--- src/frame_pkg.sv ---
package frame_pkg;

    // field widths
    localparam int WORD_W    = 32;
    localparam int LEN_W     = 12;
    localparam int SEQ_W     = 8;
    localparam int LANE_ID_W = 4;
    localparam int CSUM_W    = 16;
    localparam int ADDR_W    = 12;

    typedef logic [WORD_W-1:0]    word_t;
    typedef logic [LEN_W-1:0]     frame_len_t;
    typedef logic [SEQ_W-1:0]     seq_t;
    typedef logic [LANE_ID_W-1:0] lane_id_t;
    typedef logic [CSUM_W-1:0]    csum_t;

    // top byte of header and footer words
    localparam logic [7:0] HDR_MAGIC = 8'hA5;
    localparam logic [7:0] FTR_MAGIC = 8'h5A;

    // register map, length of lane n at REG_LEN_BASE + 4n
    localparam logic [ADDR_W-1:0] REG_CTRL     = 12'h000;
    localparam logic [ADDR_W-1:0] REG_STATUS   = 12'h004;
    localparam logic [ADDR_W-1:0] REG_FRAMES   = 12'h008;
    localparam logic [ADDR_W-1:0] REG_LEN_BASE = 12'h010;

    typedef enum logic [1:0] {
        IDLE,
        HEADER,
        SAMPLES,
        FOOTER
    } lane_state_t;

endpackage

--- src/frame_apb_regs.sv ---
`timescale 1ns/100ps

module frame_apb_regs #(
    parameter int NUM_LANES = 2
) (
    input  logic                                  ACLK,
    input  logic                                  ARESET,
    input  logic [frame_pkg::ADDR_W-1:0]          paddr,
    input  logic                                  psel,
    input  logic                                  penable,
    input  logic                                  pwrite,
    input  frame_pkg::word_t                      pwdata,
    input  logic [NUM_LANES-1:0]                  lane_ovf,
    input  logic                                  frame_done,
    output frame_pkg::word_t                      prdata,
    output logic                                  pready,
    output logic                                  pslverr,
    output logic [NUM_LANES-1:0]                  lane_en,
    output logic [NUM_LANES*frame_pkg::LEN_W-1:0] lane_len,
    output logic                                  error
);

    logic                  access;
    logic                  wr;
    logic                  mapped;
    logic [NUM_LANES-1:0]  status;
    logic [NUM_LANES-1:0]  clr_mask;
    frame_pkg::word_t      frames;

    // no wait states
    assign pready = 1'b1;
    assign access = psel && penable;
    assign wr     = access && pwrite;

    assign clr_mask = (wr && paddr == frame_pkg::REG_STATUS) ? pwdata[NUM_LANES-1:0] : '0;
    assign error    = |status;
    assign pslverr  = access && !mapped;

    // read mux and address decode
    always_comb begin
        mapped = 1'b1;
        prdata = '0;
        case (paddr)
            frame_pkg::REG_CTRL:   prdata[NUM_LANES-1:0] = lane_en;
            frame_pkg::REG_STATUS: prdata[NUM_LANES-1:0] = status;
            frame_pkg::REG_FRAMES: prdata = frames;
            default:               mapped = 1'b0;
        endcase
        for (int n = 0; n < NUM_LANES; n++) begin
            if (paddr == frame_pkg::REG_LEN_BASE + frame_pkg::ADDR_W'(4 * n)) begin
                mapped                        = 1'b1;
                prdata[frame_pkg::LEN_W-1:0]  = lane_len[n*frame_pkg::LEN_W +: frame_pkg::LEN_W];
            end
        end
    end

    always_ff @(posedge ACLK) begin
        if (ARESET) begin
            lane_en  <= '0;
            lane_len <= '0;
            status   <= '0;
            frames   <= '0;
        end else begin
            if (wr && paddr == frame_pkg::REG_CTRL) begin
                lane_en <= pwdata[NUM_LANES-1:0];
            end
            for (int n = 0; n < NUM_LANES; n++) begin
                if (wr && paddr == frame_pkg::REG_LEN_BASE + frame_pkg::ADDR_W'(4 * n)) begin
                    lane_len[n*frame_pkg::LEN_W +: frame_pkg::LEN_W] <=
                        pwdata[frame_pkg::LEN_W-1:0];
                end
            end
            // a new overflow wins over a clear in the same cycle
            status <= (status & ~clr_mask) | lane_ovf;
            if (frame_done) begin
                frames <= frames + 1'b1;
            end
        end
    end

    a_penable_needs_psel: assert property (@(posedge ACLK) disable iff (ARESET)
        penable |-> psel);

    // setup cycle is always followed by the access cycle
    a_setup_then_access: assert property (@(posedge ACLK) disable iff (ARESET)
        psel && !penable |=> psel && penable);

endmodule

--- src/frame_lane.sv ---
`timescale 1ns/100ps

module frame_lane #(
    parameter int LANE_ID    = 0,
    parameter int FIFO_DEPTH = 16
) (
    input  logic                   ACLK,
    input  logic                   ARESET,
    input  logic                   sample_valid,
    input  frame_pkg::word_t       sample_data,
    input  logic                   enable,
    input  frame_pkg::frame_len_t  frame_len,
    input  logic                   out_ready,
    output logic                   ovf,
    output logic                   out_valid,
    output frame_pkg::word_t       out_data,
    output logic                   out_last
);

    localparam int CNT_W = $clog2(FIFO_DEPTH) + 1;

    frame_pkg::lane_state_t  state;
    frame_pkg::frame_len_t   len_q;
    frame_pkg::frame_len_t   remaining;
    frame_pkg::seq_t         seq;
    frame_pkg::csum_t        csum;
    frame_pkg::word_t        fifo_data;
    logic [CNT_W-1:0]        fifo_count;
    logic                    fifo_pop;
    logic                    start;
    logic                    accept;

    sample_fifo #(
        .FIFO_DEPTH (FIFO_DEPTH)
    ) u_fifo (
        .ACLK      (ACLK),
        .ARESET    (ARESET),
        .push      (sample_valid),
        .push_data (sample_data),
        .pop       (fifo_pop),
        .pop_data  (fifo_data),
        .count     (fifo_count),
        .overflow  (ovf)
    );

    // a whole frame must be buffered before the header goes out
    assign start = (state == frame_pkg::IDLE) && enable && (frame_len != '0) &&
                   (frame_pkg::frame_len_t'(fifo_count) >= frame_len);

    assign out_valid = (state != frame_pkg::IDLE);
    assign accept    = out_valid && out_ready;
    assign fifo_pop  = (state == frame_pkg::SAMPLES) && out_ready;
    assign out_last  = (state == frame_pkg::FOOTER);

    always_comb begin
        case (state)
            frame_pkg::HEADER: begin
                out_data = {frame_pkg::HDR_MAGIC, frame_pkg::lane_id_t'(LANE_ID), len_q, seq};
            end
            frame_pkg::FOOTER: begin
                out_data = {frame_pkg::FTR_MAGIC, seq, csum};
            end
            default: begin
                out_data = fifo_data;
            end
        endcase
    end

    always_ff @(posedge ACLK) begin
        if (ARESET) begin
            state <= frame_pkg::IDLE;
            seq   <= '0;
        end else begin
            case (state)
                frame_pkg::IDLE: begin
                    if (start) begin
                        state <= frame_pkg::HEADER;
                    end
                end
                frame_pkg::HEADER: begin
                    if (accept) begin
                        state <= frame_pkg::SAMPLES;
                    end
                end
                frame_pkg::SAMPLES: begin
                    if (accept && remaining == frame_pkg::frame_len_t'(1)) begin
                        state <= frame_pkg::FOOTER;
                    end
                end
                default: begin
                    if (accept) begin
                        state <= frame_pkg::IDLE;
                        seq   <= seq + 1'b1;
                    end
                end
            endcase
        end
    end

    // frame length latched at start and checksum folded per sample
    always_ff @(posedge ACLK) begin
        if (start) begin
            len_q     <= frame_len;
            remaining <= frame_len;
            csum      <= '0;
        end else if (fifo_pop) begin
            remaining <= remaining - 1'b1;
            csum      <= csum ^ fifo_data[31:16] ^ fifo_data[15:0];
        end
    end

    a_hold_until_accepted: assert property (@(posedge ACLK) disable iff (ARESET)
        out_valid && !out_ready |=> out_valid && $stable(out_data) && $stable(out_last));

endmodule

--- src/frame_merge.sv ---
`timescale 1ns/100ps

module frame_merge #(
    parameter int NUM_LANES = 2
) (
    input  logic                                   ACLK,
    input  logic                                   ARESET,
    input  logic [NUM_LANES-1:0]                   lane_valid,
    input  logic [NUM_LANES*frame_pkg::WORD_W-1:0] lane_data,
    input  logic [NUM_LANES-1:0]                   lane_last,
    input  logic                                   m_ready,
    output logic [NUM_LANES-1:0]                   lane_ready,
    output logic                                   m_valid,
    output frame_pkg::word_t                       m_data,
    output logic                                   m_last,
    output logic                                   frame_done
);

    localparam int OWN_W = (NUM_LANES > 1) ? $clog2(NUM_LANES) : 1;

    logic              locked;
    logic [OWN_W-1:0]  owner;
    logic [OWN_W-1:0]  cand;
    logic [OWN_W-1:0]  sel;
    logic              found;

    // next requesting lane searched from the one after the last owner
    always_comb begin
        cand  = owner;
        found = 1'b0;
        for (int i = 1; i <= NUM_LANES; i++) begin
            if (!found && lane_valid[(int'(owner) + i) % NUM_LANES]) begin
                found = 1'b1;
                cand  = OWN_W'((int'(owner) + i) % NUM_LANES);
            end
        end
    end

    assign sel        = locked ? owner : cand;
    assign m_valid    = lane_valid[sel];
    assign m_data     = lane_data[sel*frame_pkg::WORD_W +: frame_pkg::WORD_W];
    assign m_last     = lane_last[sel];
    assign lane_ready = NUM_LANES'(m_ready) << sel;
    assign frame_done = m_valid && m_ready && m_last;

    always_ff @(posedge ACLK) begin
        if (ARESET) begin
            locked <= 1'b0;
            owner  <= OWN_W'(NUM_LANES - 1);
        end else if (m_valid) begin
            // hold the lane from its first word until the last one is taken
            locked <= !frame_done;
            owner  <= sel;
        end
    end

    // a locked lane has no gap before its last word
    a_locked_lane_valid: assert property (@(posedge ACLK) disable iff (ARESET)
        locked |-> lane_valid[owner]);

    a_out_stable: assert property (@(posedge ACLK) disable iff (ARESET)
        m_valid && !m_ready |=> m_valid && $stable(m_data));

endmodule

--- src/frame_top.sv ---
`timescale 1ns/100ps

module frame_top #(
    parameter int NUM_LANES  = 2,
    parameter int FIFO_DEPTH = 16
) (
    input  logic                                   ACLK,
    input  logic                                   ARESET,
    input  logic [frame_pkg::ADDR_W-1:0]           paddr,
    input  logic                                   psel,
    input  logic                                   penable,
    input  logic                                   pwrite,
    input  frame_pkg::word_t                       pwdata,
    output frame_pkg::word_t                       prdata,
    output logic                                   pready,
    output logic                                   pslverr,
    input  logic [NUM_LANES-1:0]                   sample_valid,
    input  logic [NUM_LANES*frame_pkg::WORD_W-1:0] sample_data,
    input  logic                                   m_ready,
    output logic                                   m_valid,
    output frame_pkg::word_t                       m_data,
    output logic                                   m_last,
    output logic                                   error
);

    logic [NUM_LANES-1:0]                   lane_en;
    logic [NUM_LANES*frame_pkg::LEN_W-1:0]  lane_len;
    logic [NUM_LANES-1:0]                   lane_ovf;
    logic [NUM_LANES-1:0]                   lane_valid;
    logic [NUM_LANES*frame_pkg::WORD_W-1:0] lane_data;
    logic [NUM_LANES-1:0]                   lane_last;
    logic [NUM_LANES-1:0]                   lane_ready;
    logic                                   frame_done;

    frame_apb_regs #(
        .NUM_LANES (NUM_LANES)
    ) u_regs (
        .ACLK       (ACLK),
        .ARESET     (ARESET),
        .paddr      (paddr),
        .psel       (psel),
        .penable    (penable),
        .pwrite     (pwrite),
        .pwdata     (pwdata),
        .lane_ovf   (lane_ovf),
        .frame_done (frame_done),
        .prdata     (prdata),
        .pready     (pready),
        .pslverr    (pslverr),
        .lane_en    (lane_en),
        .lane_len   (lane_len),
        .error      (error)
    );

    for (genvar g = 0; g < NUM_LANES; g++) begin : g_lane
        frame_lane #(
            .LANE_ID    (g),
            .FIFO_DEPTH (FIFO_DEPTH)
        ) u_lane (
            .ACLK         (ACLK),
            .ARESET       (ARESET),
            .sample_valid (sample_valid[g]),
            .sample_data  (sample_data[g*frame_pkg::WORD_W +: frame_pkg::WORD_W]),
            .enable       (lane_en[g]),
            .frame_len    (lane_len[g*frame_pkg::LEN_W +: frame_pkg::LEN_W]),
            .out_ready    (lane_ready[g]),
            .ovf          (lane_ovf[g]),
            .out_valid    (lane_valid[g]),
            .out_data     (lane_data[g*frame_pkg::WORD_W +: frame_pkg::WORD_W]),
            .out_last     (lane_last[g])
        );
    end

    frame_merge #(
        .NUM_LANES (NUM_LANES)
    ) u_merge (
        .ACLK       (ACLK),
        .ARESET     (ARESET),
        .lane_valid (lane_valid),
        .lane_data  (lane_data),
        .lane_last  (lane_last),
        .m_ready    (m_ready),
        .lane_ready (lane_ready),
        .m_valid    (m_valid),
        .m_data     (m_data),
        .m_last     (m_last),
        .frame_done (frame_done)
    );

endmodule

--- src/sample_fifo.sv ---
`timescale 1ns/100ps

module sample_fifo #(
    parameter int FIFO_DEPTH = 16
) (
    input  logic                          ACLK,
    input  logic                          ARESET,
    input  logic                          push,
    input  frame_pkg::word_t              push_data,
    input  logic                          pop,
    output frame_pkg::word_t              pop_data,
    output logic [$clog2(FIFO_DEPTH):0]   count,
    output logic                          overflow
);

    localparam int PTR_W = $clog2(FIFO_DEPTH);

    frame_pkg::word_t   mem [FIFO_DEPTH];
    logic [PTR_W-1:0]   wr_ptr;
    logic [PTR_W-1:0]   rd_ptr;
    logic               full;
    logic               do_push;
    logic               do_pop;

    assign full    = (count == ($clog2(FIFO_DEPTH) + 1)'(FIFO_DEPTH));
    assign do_push = push && !full;
    assign do_pop  = pop && (count != '0);

    // head word is visible without a read cycle
    assign pop_data = mem[rd_ptr];

    always_ff @(posedge ACLK) begin
        if (do_push) begin
            mem[wr_ptr] <= push_data;
        end
    end

    always_ff @(posedge ACLK) begin
        if (ARESET) begin
            wr_ptr   <= '0;
            rd_ptr   <= '0;
            count    <= '0;
            overflow <= 1'b0;
        end else begin
            // pointers wrap on their own, depth is a power of two
            if (do_push) begin
                wr_ptr <= wr_ptr + 1'b1;
            end
            if (do_pop) begin
                rd_ptr <= rd_ptr + 1'b1;
            end
            case ({do_push, do_pop})
                2'b10:   count <= count + 1'b1;
                2'b01:   count <= count - 1'b1;
                default: count <= count;
            endcase
            // dropped word, one-cycle flag
            overflow <= push && full;
        end
    end

    a_no_pop_when_empty: assert property (@(posedge ACLK) disable iff (ARESET)
        !(pop && count == '0));

endmodule

--- config.mk ---
export PLATFORM = sky130hd
export DESIGN_NAME = frame_top
export DESIGN_NICKNAME = d
export VERILOG_FILES = /design/src/frame_pkg.sv /design/src/frame_apb_regs.sv /design/src/frame_lane.sv /design/src/frame_merge.sv /design/src/frame_top.sv /design/src/sample_fifo.sv
export SDC_FILE = /design/constraint.sdc
export NUM_CORES = 1
export LEC_CHECK = 0
export ABC_AREA = 1
export BUFFER_PORTS_ARGS = -buffer_cell sky130_fd_sc_hd__buf_2
export CAP_MARGIN = 20
export CORE_MARGIN = 1
export CORE_UTILIZATION = 49
export CTS_CLUSTER_DIAMETER = 50
export CTS_CLUSTER_SIZE = 20
export DETAILED_ROUTE_END_ITERATION = 12
export PLACE_DENSITY_LB_ADDON = 0.2
export SLEW_MARGIN = 15
export SYNTH_ARGS = -nofsm -noshare
export SYNTH_HDL_FRONTEND = slang
export SYNTH_SLANG_ARGS = --single-unit
--- constraint.sdc ---
create_clock -name ACLK -period 6.4 [get_ports ACLK]
set_clock_uncertainty 0.1 [all_clocks]
set_input_delay 1.6 -clock ACLK [delete_from_list [all_inputs] [get_ports ACLK]]
set_output_delay 1.6 -clock ACLK [all_outputs]
set_load 0.05 [all_outputs]
Word-level counts from Yosys, hierarchy flattened

Memories as Yosys holds them, arrays and structs flattened. A register that Yosys moved wholly into a read port is not among the register bits.
Index checks and enable logic that the tools add are counted.

Bits in registers: 190
Latch bits: 0
Bits in writable memories: 1024
ROM bits: 0
Input port bits: 116
Output and inout port bits: 69
Logic and storage cells: 188
Memories: 2

Memory list:

| name                        | words | width | rd ports | clocked after memory_dff | write ports | line              | source |
|---|---|---|---|---|---|---|---|
| g_lane[0].u_lane.u_fifo.mem | 16    | 32    | 1        | 1                        | 1           | sample_fifo.sv:18 | `frame_pkg::word_t mem [FIFO_DEPTH];` |
| g_lane[1].u_lane.u_fifo.mem | 16    | 32    | 1        | 1                        | 1           | sample_fifo.sv:18 |  |

Add/subtract/negate cells: 15
Multipliers: 0
Divide/modulo/power cells: 0
Magnitude comparators: 5
Equal/unequal tests: 24
Shifts and indexed selects: 2
Multiplexer cells: 48
Bitwise logic cells: 11
Reductions and logical operators: 56

Operator list:

| kind                                               | number |
|---|---|
| case mux 32 bit (2 select lines)                   | 2 |
| two-way mux 12 bit                                 | 6 |
| variable part select 64 x 7 -> 32 bit              | 1 |
| XOR 16 bit                                         | 4 |
| adder 32 x 1 -> 32 bit, second input constant      | 1 |
| two-way mux 30 bit                                 | 1 |
| logical AND 1 bit                                  | 28 |
| == test 12 x 1 -> 1 bit, second input constant     | 2 |
| == test 12 x 5 -> 1 bit, second input constant     | 2 |
| greater-or-equal comparator 5 x 12 -> 1 bit        | 2 |
| nonzero test 12 bit                                | 2 |
| subtractor 12 x 1 -> 12 bit, second input constant | 2 |
| two-way mux 1 bit                                  | 21 |
| case mux 5 bit (2 select lines)                    | 2 |
| two-way mux 2 bit                                  | 9 |
| case mux 2 bit (3 select lines)                    | 3 |
| adder 4 x 1 -> 4 bit, second input constant        | 4 |
| adder 8 x 1 -> 8 bit, second input constant        | 2 |
| two-way mux 4 bit                                  | 4 |
| == test 12 x 3 -> 1 bit, second input constant     | 1 |
| == test 12 x 4 -> 1 bit, second input constant     | 1 |
| == test 2 bit, second input constant               | 6 |
| logical NOT 12 bit                                 | 1 |
| nonzero test 2 bit                                 | 6 |
| other kinds (23)                                   | 48 |

Depth between registers and ports, before layout

Word-level depth: 15
Depth in mapped cells: 20
Gate-level depth less buffers: 19

Cells and area by module

Synthesis repeated with hierarchy kept, for this count alone.

Cell total of the unflattened synthesis: 4365
Area, all modules: 53023.4 sq um

By module, submodules not included:

| module                                 | instances | cells an instance | area each (sq um) | seq. area each (sq um) |
|---|---|---|---|---|
| sample_fifo at g_lane[1].u_lane.u_fifo | 1         | 1480              | 21534.4           | 15735.1 |
| sample_fifo at g_lane[0].u_lane.u_fifo | 1         | 1480              | 21499.4           | 15735.1 |
| frame_apb_regs                         | 1         | 514               | 3305.7            | 1201.2 |
| frame_lane at g_lane[1].u_lane         | 1         | 378               | 3047.9            | 1241.2 |
| frame_lane at g_lane[0].u_lane         | 1         | 376               | 3012.9            | 1241.2 |
| frame_merge                            | 1         | 137               | 623.1             | 40.0 |

Least setup slack after synthesis

No wires, ideal clock.

Path type: in2out
Start point: input paddr[5] in the netlist's numbering
End point: output prdata[10]
Arrival time: 3.440 ns
Setup slack: 1.260 ns
Stages: 7
Cells stage by stage: nor3_1 -> nor3b_2 -> nand3_1 -> nor2_2 -> buf_4 -> a31oi_1 -> a21oi_1

Word-level cells in the longest chain between the ends: 4
Elaborated cells on any way between the ends: 6
Those cells by class: 3 x eq/ne; 3 x mux

Ends and longest elaborated chain:

| item                    | line                 | source |
|---|---|---|
| from (decl)             | frame_top.sv:9       | `input logic [frame_pkg::ADDR_W-1:0] paddr,` |
| == test 12 x 4 -> 1 bit | frame_apb_regs.sv:43 | `case (paddr)` |
| two-way mux 30 bit      | frame_apb_regs.sv:43 |  |
| two-way mux 12 bit      | frame_apb_regs.sv:50 | `if (paddr == frame_pkg::REG_LEN_BASE + frame_pkg::ADDR_W'(4 * n)) begin` |
| two-way mux 12 bit *    | frame_apb_regs.sv:50 |  |
| to (decl)               | frame_top.sv:14      | `output frame_pkg::word_t prdata,` |

Every way passes the cells marked *; elsewhere a longest branch is shown, timed or not.

Worst setup path in the final report

Start point: register g_lane[1].u_lane.state[0]
End point: output m_data[22]

Word-level cells in the longest chain between the ends: 10
Elaborated cells on any way between the ends: 17
Those cells by class: 2 x eq/ne; 1 x shift; 11 x mux; 3 x reduce/logical

Ends and longest elaborated chain:

| item                                                  | line              | source |
|---|---|---|
| from (decl)                                           | frame_lane.sv:22  | `frame_pkg::lane_state_t state;` |
| from (signal assigned)                                | frame_lane.sv:71  | `state <= frame_pkg::IDLE;` |
| from (signal assigned)                                | frame_lane.sv:77  | `state <= frame_pkg::HEADER;` |
| from (signal assigned)                                | frame_lane.sv:82  | `state <= frame_pkg::SAMPLES;` |
| nonzero test 2 bit                                    | frame_lane.sv:50  | `assign out_valid = (state != frame_pkg::IDLE);` |
| two-way mux 1 bit (implied by the code) (3 in series) | frame_merge.sv:32 | `if (!found && lane_valid[(int'(owner) + i) % NUM_LANES]) begin` |
| two-way mux 1 bit                                     | frame_merge.sv:32 |  |
| logical NOT 1 bit                                     | frame_merge.sv:32 |  |
| logical AND 1 bit                                     | frame_merge.sv:32 |  |
| two-way mux 1 bit                                     | frame_merge.sv:32 |  |
| two-way mux 1 bit                                     | frame_merge.sv:39 | `assign sel = locked ? owner : cand;` |
| variable part select 64 x 7 -> 32 bit *               | frame_merge.sv:41 | `assign m_data = lane_data[sel*frame_pkg::WORD_W +: frame_pkg::WORD_W];` |
| to (decl)                                             | frame_top.sv:21   | `output frame_pkg::word_t m_data,` |

Every way passes the cells marked *; elsewhere a longest branch is shown, timed or not. The select of a mux whose other input is x is not followed.

==> metrics <==
outcome=finished, final reports clean; Routability Congestion=0.894; die area=111000 sq um; Worst path max stage delay=670 ps; Pleak=21.5 nW; port buffer count=163; CP Capture Type=output port; DRT Pass-1 Iters=8; final hold viol count=0; Die W=333 microns; Num CTS Buffers=117; Routed Antenna Nets=0; YS warnings=0; top cells by area, synth=edfxtp_1 (60%), dfxtp_1 (5.6%), inv_1 (4.7%), nand2_1 (4.3%), nand3_1 (4.1%); Int Pwr=13.7 mW; Clk pwr share=39.4%; final instance area=60000 sq um; DRC viols=0; wirelength, routed=139 mm; Initial DRC Count=3765; critical setup path kind=flip-flop to output port; Setup WS post-layout=431 ps; fmax=168 MHz; startpoint types=flip-flop; min cycle time layout=5970 ps; Die Y=333 microns; global-route wire length before repair=208 mm; most common flop cell mapped by yosys=edfxtp_1; Final Net Count=5106; post-detail-place hpwl=86.2 mm; Pwr per Cell Area=318 nW/um^2; Critical Path RT=4700 ps; Max-cap violations=0; mapped cell area=53600 sq um; largest family of logic cells by synthesized area=compound AO/OA/AOI/OAI gates; routed vias/inst=5.62; largest area contributor in the netlist=edfxtp_1; # H-tree levels=3; Mean Syn Cell Area=11.1 sq um; mux contribution to synthesized area=0.374%; Syn Nets=4995; Hold Path Class=flip-flop to flip-flop; core area=108000 sq um; mean routed wirelength per cell=21.5 microns; CTS resizes=0; fraction of registers with async set/reset=0%; overall routing resource usage=24.9%; I/O pins=185; number of synthesized flops with an enable pin=1072; sequential share of the synthesized area=65.7%; worst vdd ir=0.000507 V; FILL cells=8957; Vias=36300; Bufs and invs on worst path=4; Inst Count DP=6227; vias in the first global route=33900; worst rel slew slack=27.3%; Final Slew Violations=0; Combinational Power Share=13.3%; CTS clk-pin slew, worst paths=70 ps; Setup TNS=0 ps; most common library cells after synthesis=edfxtp_1 (1072), inv_1 (671), nand2_1 (610), nand3_1 (436), a21oi_1 (352); area occupied by multi-input gates=14500 sq um; period utilization=93.3%; Sequential Power Share=47.3%; post-synthesis adder-cell area fraction=1.03%; CTS tree=done; initial antenna violation count=21; arrival time worst endpoint=4270 ps; # rows=120; cell count of the worst reg-to-reg path=18; Yosys reg bits=1222; Final Non-Filler Cells=6459; CP cell instances=inv_1 -> ha_1 -> inv_1 -> nand2_1 -> nand2_4 -> clkinv_1 -> nor3_1 -> a22oi_1 -> o21ai_0 -> buf_2; worst slack at placement=905 ps; Unique masters post-synth=52; Post-CTS Repair Setup Buffers=0; Final setup viols=0; CTS Hold Bufs=0; sw frac=28.3%; RSZ-0062 raised after global routing=no; share of the synthesized area in the top cell type=60.1%; root buf cell=clkbuf_16; worst slew pin tran=1090 ps; count leader, synth=edfxtp_1; post-synthesis xor/xnor area fraction=0.768%; compound-gate portion of the synthesized area=12.4%; Clock Latency Late Sink=740 ps; Initial Util=49.8%; grt total ovfl=0; WHS Path Cells=0; Area after DPL=55600 sq um; clock sink total=1222; Sequential Area=35200 sq um; switching power=5.41 mW; Pwr Total=19.1 mW; Layout Area Growth over Synthesis=12.0%; critical path's top delay family=buffers and inverters; slowest CP cell=clkinv_1; layout cells sized above 1=12.2%; Clock Path Buffers=3; Cells after Synth=4835; Most common cell on crit path=inv_1; simple-gate area share of the yosys netlist=12.0%; Stages on worst setup path=10; pin count of the biggest net entering global routing=152; crit path max fanout=18
==> cells by family (layout without fill, tap and decap cells) <==
| kind of cell | count (synthesis) | in the layout |
|---|---|---|
| multiplexers | 20 | 20 |
| other | 1 | 7 |
| AO/OA/AOI/OAI | 1106 | 1106 |
| buffers and inverters | 949 | 1164 |
| XOR/XNOR | 47 | 47 |
| AND/OR/NAND/NOR | 1446 | 1446 |
| adder cells (fa/ha/maj) | 44 | 44 |
| flip-flops | 1222 | 1222 |
==> state kept, by name (all words and copies together), names as in the netlist, named ones only <==
signal	flops
u_regs.lane_en	2
g_lane.u_lane.seq	16
g_lane.u_lane.csum	32
g_lane.u_lane.len_q	24
g_lane.u_lane.state	4
u_merge.locked	1
g_lane.u_lane.remaining	24
g_lane.u_lane.u_fifo.rd_ptr	8
u_merge.owner	1
g_lane.u_lane.u_fifo.mem	1024
u_regs.lane_len	24
g_lane.u_lane.u_fifo.count	10
u_regs.frames	32
g_lane.u_lane.u_fifo.overflow	2
g_lane.u_lane.u_fifo.wr_ptr	8
u_regs.status	2
==> worst paths after layout <==
check | from | endpoint | slack (ps)
max | g_lane[1].u_lane.state[0] | m_data[22] | 430
min | u_regs.lane_len[3] | g_lane[0].u_lane.len_q[3] | 330
max reg2reg | g_lane[0].u_lane.state[0] | g_lane[0].u_lane.u_fifo.count[4] | 2780
min reg2reg | u_regs.lane_len[3] | g_lane[0].u_lane.len_q[3] | 330
==> power by group through the flow <==
stage	logic, mW	registers, mW	clock network [mW]
global route	2.71	9.05	7.93
finish	2.54	9.04	7.54
floorplan	1.71	9.13	0
CTS	2.51	9.03	7.64
detailed placement	2.49	9.21	0
global placement	2.46	9.20	0
==> cell usage in the layout, fill, tap and decap left out, drive strengths merged, types with 78 or more instances in the layout <==
master | synthesis | final
a21oi | 389 | 389
buf | 170 | 254
clkbuf | 92 | 129
dfxtp | 150 | 150
edfxtp | 1072 | 1072
inv | 683 | 706
nand2 | 613 | 613
nand3 | 439 | 439
nand4 | 78 | 78
nor2 | 252 | 252
o211ai | 260 | 260
o21ai | 371 | 371
==> stage by stage <==
step	utilization, %	hold slack (ps)
floorplan	-	308
global placement	51.7	321
detailed placement	51.7	317
CTS	55.7	334
global route	55.7	344
finish	55.7	332
==> final cells by class <==
class | instances | area share [%]
timing repair buffer | 254 | 2.81
clock inverter | 94 | 2.07
tap | 1403 | 2.92
antenna | 6 | 0.0250
multi-input combinational | 2664 | 24.1
clock buffer | 129 | 5.06
inverter | 687 | 4.30
sequential | 1222 | 58.7
==> metal layers <==
| metal | part of all wire [%] | up-vias | track usage [%] |
|---|---|---|---|
| li1 | - | 17300 | - |
| met1 | 42 | 17500 | 34.7 |
| met2 | 46 | 1271 | 39.4 |
| met3 | 8.0 | 237 | 4.46 |
| met4 | 3.1 | 10 | 8.42 |
| met5 | 0.048 | - | 0 |
Note: power is estimated with default switching activity, not from simulation.
